[src/include/memSettings.svh]
`ifndef MEM_SETTINGS_SVH
`define MEM_SETTINGS_SVH

// byte address as seen by both requesters
`define MEM_ADDR_WIDTH 32

// data and instruction word
`define MEM_WORD_WIDTH 32

// RAM holds 2**12 bytes
// address bits above this are ignored by the RAM
`define MEM_RAM_DEPTH_LOG2 12

`endif

[src/memPkg.sv]
`default_nettype none
`include "memSettings.svh"

package memPkg;

    typedef logic [`MEM_ADDR_WIDTH-1:0] addrT;
    typedef logic [`MEM_WORD_WIDTH-1:0] wordT;
    typedef logic [7:0]                 byteT;

    // number of bytes moved per access
    typedef enum logic [1:0] {
        LEN_BYTE = 2'd0,
        LEN_HALF = 2'd1,
        LEN_WORD = 2'd2
    } accessLenT;

    typedef struct packed {
        addrT addr;
    } fetchReqT;

    typedef struct packed {
        logic      write;
        accessLenT len;
        addrT      addr;
        wordT      wdata;
    } dataReqT;

    // operation the sequencer runs
    // a fetch becomes a word read
    typedef struct packed {
        logic      write;
        accessLenT len;
        addrT      addr;
        wordT      wdata;
    } memOpT;

endpackage

`default_nettype wire

[src/memReqIf.sv]
`timescale 1ns/1ps
`default_nettype none

interface memReqIf #(
    parameter type payloadT = memPkg::wordT
);
    import memPkg::*;

    // request handshake
    logic    valid;
    logic    ready;
    payloadT payload;

    // one-cycle response pulse, always taken
    logic    respValid;
    wordT    respData;

    modport requester (
        output valid,
        output payload,
        input  ready,
        input  respValid,
        input  respData
    );

    modport server (
        input  valid,
        input  payload,
        output ready,
        output respValid,
        output respData
    );

endinterface

`default_nettype wire

[src/byteSequencer.sv]
`timescale 1ns/1ps
`default_nettype none

module byteSequencer (
    input wire               clk,
    input wire               rst,
    input wire               i_ioBufferFull,
    memReqIf.server          opBus,
    output logic             o_ramEn,
    output logic             o_ramWrite,
    output memPkg::addrT     o_ramAddr,
    output memPkg::byteT     o_ramWdata,
    input wire memPkg::byteT i_ramRdata
);
    import memPkg::*;

    typedef enum logic [1:0] {
        ST_IDLE   = 2'd0,
        ST_ACCESS = 2'd1,
        ST_WAIT   = 2'd2,
        ST_RESP   = 2'd3
    } stateT;

    stateT      state;
    memOpT      op;
    logic [1:0] byteIdx;
    logic [1:0] lastIdx;
    logic       readPending;
    logic [1:0] pendLane;
    wordT       assembly;
    logic       advance;
    logic       accept;

    // index of the final byte for a given length
    function automatic logic [1:0] lastIndex(input accessLenT len);
        case (len)
            LEN_BYTE: return 2'd0;
            LEN_HALF: return 2'd1;
            default:  return 2'd3;
        endcase
    endfunction

    // I/O buffer full freezes everything
    assign advance = !i_ioBufferFull;
    assign lastIdx = lastIndex(op.len);

    assign opBus.ready     = (state == ST_IDLE) && advance;
    assign opBus.respValid = (state == ST_RESP) && advance;
    assign opBus.respData  = assembly;
    assign accept          = opBus.valid && opBus.ready;

    // one byte per cycle starting at the lsb
    assign o_ramEn    = (state == ST_ACCESS) && advance;
    assign o_ramWrite = op.write;
    assign o_ramAddr  = op.addr + addrT'(byteIdx);
    assign o_ramWdata = op.wdata[{byteIdx, 3'b000} +: 8];

    always_ff @(posedge clk) begin
        if (rst) begin
            state       <= ST_IDLE;
            byteIdx     <= 2'd0;
            readPending <= 1'b0;
        end else if (advance) begin
            // a read issued at this edge returns its byte next cycle
            readPending <= o_ramEn && !op.write;
            case (state)
                ST_IDLE: begin
                    if (accept) begin
                        state   <= ST_ACCESS;
                        byteIdx <= 2'd0;
                    end
                end
                ST_ACCESS: begin
                    if (byteIdx == lastIdx) begin
                        // reads need one more cycle for the last byte
                        state <= op.write ? ST_RESP : ST_WAIT;
                    end else begin
                        byteIdx <= byteIdx + 2'd1;
                    end
                end
                ST_WAIT: begin
                    state <= ST_RESP;
                end
                ST_RESP: begin
                    state <= ST_IDLE;
                end
                default: begin
                    state <= ST_IDLE;
                end
            endcase
        end
    end

    always_ff @(posedge clk) begin
        if (advance) begin
            if (accept) begin
                op       <= opBus.payload;
                // cleared here so short loads come back zero-extended
                assembly <= '0;
            end else if (readPending) begin
                assembly[{pendLane, 3'b000} +: 8] <= i_ramRdata;
            end
            pendLane <= byteIdx;
        end
    end

endmodule

`default_nettype wire

[src/flat_wrapper.sv]
// flat-port wrapper written by rule: the top's interface ports become plain ports
module byteSequencer_flat import memPkg::*;
  (clk, rst, i_ioBufferFull, o_ramEn, o_ramWrite, o_ramAddr, o_ramWdata, i_ramRdata, opBus_valid, opBus_payload, opBus_ready, opBus_respValid, opBus_respData);
  memReqIf opBus_i ();
  input wire clk;
  input wire rst;
  input wire i_ioBufferFull;
  output logic o_ramEn;
  output logic o_ramWrite;
  output memPkg::addrT o_ramAddr;
  output memPkg::byteT o_ramWdata;
  input wire memPkg::byteT i_ramRdata;
  input wire logic [$bits(opBus_i.valid)-1:0] opBus_valid;
  input wire logic [$bits(opBus_i.payload)-1:0] opBus_payload;
  output wire logic [$bits(opBus_i.ready)-1:0] opBus_ready;
  output wire logic [$bits(opBus_i.respValid)-1:0] opBus_respValid;
  output wire logic [$bits(opBus_i.respData)-1:0] opBus_respData;
  assign opBus_i.valid = opBus_valid;
  assign opBus_i.payload = opBus_payload;
  assign opBus_ready = opBus_i.ready;
  assign opBus_respValid = opBus_i.respValid;
  assign opBus_respData = opBus_i.respData;
  byteSequencer u_core (.clk(clk), .rst(rst), .i_ioBufferFull(i_ioBufferFull), .opBus(opBus_i), .o_ramEn(o_ramEn), .o_ramWrite(o_ramWrite), .o_ramAddr(o_ramAddr), .o_ramWdata(o_ramWdata), .i_ramRdata(i_ramRdata));
endmodule
[config.mk]
export PLATFORM = sky130hd
export DESIGN_NAME = byteSequencer_flat
export DESIGN_NICKNAME = d
export VERILOG_FILES = /design/src/memPkg.sv /design/src/memReqIf.sv /design/src/byteSequencer.sv /design/src/flat_wrapper.sv
export VERILOG_INCLUDE_DIRS = /design/src /design/src/include
export SDC_FILE = /design/constraint.sdc
export NUM_CORES = 1
export LEC_CHECK = 0
export BUFFER_PORTS_ARGS = -buffer_cell sky130_fd_sc_hd__buf_2
export CAP_MARGIN = 20
export CORE_ASPECT_RATIO = 1.75
export CORE_UTILIZATION = 44
export CTS_CLUSTER_SIZE = 28
export DETAILED_ROUTE_END_ITERATION = 10
export PLACE_DENSITY_LB_ADDON = 0.08
export SYNTH_ARGS = -nofsm -noshare
export SYNTH_HDL_FRONTEND = slang
export SYNTH_SLANG_ARGS = --single-unit
[constraint.sdc]
create_clock -name clk -period 2.42 [get_ports clk]
set_input_delay 0.484 -clock clk [delete_from_list [all_inputs] [get_ports clk]]
set_output_delay 0.484 -clock clk [all_outputs]
set_load 0.02 [all_outputs]
==> impl_metrics.ini <==
[clock_network]
cts_tree = built
cts_buffers = 9
clk_latency_ns = 0.34
ctsHoldBuffers = 0
path_clk_slew_ns = 0.06
htreeDepth = 3
cts-root-buf = clkbuf_16
clk_path_buf_depth = 2
cts_resized = 0
cts.sinks = 71
cts_setup_buffers = 0

[synthesis]
synth_seq_cells = 71
synth_top_area_share_pct = 56.73
yosysMostFrequentCell = edfxtp_1
ys.flop_type = edfxtp_1
synth-edff-count = 66
syn_inst = 270
synthTopCellsByCount = 66 x edfxtp_1, 37 x a21oi_1, 31 x buf_4
ys_seq_area_share_pct = 59.60
synth_area_leaders = edfxtp_1 57%, buf_4 6.7%, a21oi_1 5.3%, nor2b_1 5.2%, mux4_2 5.2%
synth_cell_types = 30
yosys_warnings = 0
synthesis.area_sq_mm = 0.003493
synth_area_per_cell_sq_um = 12.94
synth_top_cell_by_area = edfxtp_1
synth-async-reset-ratio_pct = 0

[critical_path]
critical_path_arrival_ns = 1.74
r2r_cells = 5
start_kind = flop
startpoint = u_core.byteIdx[0]
worstPathMaxFanout = 8
worstReg2RegStart = u_core.pendLane[0]
r2r_slack_ns = 0.45
r2r_end = u_core.opBus.respData[12]
end_kind = output pin
path_class = reg2out
worstPathRequired_ns = 1.94

[power]
total_power_w = 0.003108
leakagePower_nw = 1.705
max-vdd-ir-drop_uv = 562.0
powerDensity_mw_per_mm2 = 740.7

[finish]
fin_nets = 415
area_growth_pct = 20.09
final_layout_size_suffix_gt1_share_pct = 32.60
final_area_sq_mm = 0.004195
antennaDiodeCount = 0

[detailed_routing]
wirelength_um = 7053
wl_per_cell_um = 15.57
drtIter0Drc = 132
dr.pass1.iters = 4
wl_met3_um = 302
vias = 2259
vias_per_cell = 4.987
post-route-drc-count = 0
highest_layer = met4
wirelength_met1_um = 2665
ant_nets = 0
wl_met2_um = 3849

[sta]
finalCriticalPeriod_ns = 2.222
slew_violations = 0
period_share_pct = 91.82
worst_slew_pin_slew_ns = 0.5526
clock_skew_ns = 0.006848
slew-limit-headroom_pct = 63.11
setup_slack_ns = 0.1980
fin_tns_setup_ns = 0
setup_viol = 0
hold_viol_final = 0
max_freq_ghz = 0.4500
fin_hold_ws_ns = 0.3217
rsz0062_at_grt = false

[grt]
grt_pass1_vias = 2248
grt_max_degree = 65
grt_pass1_wl_um = 10960
grtUsageTotal_pct = 17.71
antenna_found_initial = 0
overflow = 0

[floorplan]
die_y_um = 119.9
fp.dieArea_sq_mm = 0.008314
initial_utilization_pct = 45.85
core-area_sq_mm = 0.007620
pin_count = 120
die_x_um = 69.36
rows = 42

[placed_design]
place_area_sq_mm = 0.003921
dp_hpwl_um = 4868
gp_congestion = 0.7350
pre_cts_ws_ns = 0.4461
placement.io_buffers = 88

[hold_path]
hold_depth = 1
holdPathEnd = u_core.op[14]
worstHoldPathType = in2reg
min_from = opBus_payload[14]

[run]
max-cap-violations = 0

[run_status]
status = complete, no violations
-- power breakdown --
part / internal, W / total (W) / switching (W)
Clock: 0.000692 / 0.00121 / 0.000519
Combinational: 0.000150 / 0.000421 / 0.000271
Sequential: 0.00144 / 0.00147 / 0.0000336
-- kinds of logic after synthesis --
| group | Yosys count | share of synthesized area, % |
|---|---|---|
| compound gates | 44 | 6.949 |
| fa+ha+maj | 11 | 3.940 |
| buf+inv | 50 | 9.097 |
| flops | 71 | 59.60 |
| mux | 8 | 5.158 |
| other cells | 1 | 0.1073 |
| simple gates | 85 | 15.15 |
-- critical path: stages (launching register included) --
cell and delay (ns):
dfxtp_1 0.54, buf_12 0.19, mux4_2 0.50, buf_2 0.18
-- cell type report --
type | instances | area [sq um]
Multi-Input combinational cell | 179 | 1207
Fill cell | 661 | 3425
Timing Repair Buffer | 92 | 495.5
Sequential cell | 71 | 2082
Tap cell | 88 | 110.1
Inverter | 7 | 26.28
Clock buffer | 9 | 225.2
Clock inverter | 7 | 48.80
-- how the worst max path moves through the flow --
stage | to | slack [ns] | cells past startpoint
after floorplan | u_core.opBus.respData[0] | 0.20 | 6
after global placement | u_core.opBus.respData[10] | 0.48 | 5
after detailed placement | u_core.opBus.respData[10] | 0.45 | 5
after CTS | o_ramWdata[2] | 0.17 | 3
after global routing | o_ramWdata[2] | 0.14 | 3
final | o_ramWdata[2] | 0.20 | 3
-- through the flow --
step	instances	utilization, %
floorplan	300	-
global placement	437	51.46
detailed placement	437	51.46
CTS	453	55.06
global route	453	55.06
finish	453	55.06
-- registers in the layout (all words and copies together) (netlist names) --
register	count
u_core.byteIdx	2
u_core.op	32
u_core.opBus.respData	32
u_core.readPending	1
u_core.state	2
u_core.pendLane	2
-- layout by cell type, fill, tap and decap left out, types with 3 or more instances in the layout --
| cell type | count |
|---|---|
| inv_1 | 7 |
| clkbuf_16 | 9 |
| buf_2 | 88 |
| mux4_2 | 8 |
| clkinvlp_4 | 3 |
| nand2b_1 | 8 |
| nor2b_1 | 29 |
| nand4b_1 | 7 |
| edfxtp_1 | 66 |
| a21oi_1 | 37 |
| ha_1 | 11 |
| dfxtp_1 | 5 |
| nor2_1 | 27 |
| conb_1 | 31 |
-- layer usage --
| layer | track usage [%] | vias up |
|---|---|---|
| met5 | 0 | - |
| met4 | 12.37 | 0 |
| met3 | 3.107 | 12 |
| met2 | 31.74 | 79 |
| met1 | 18.37 | 1076 |
| li1 | - | 1092 |
Note: power is estimated with default switching activity, not from simulation.
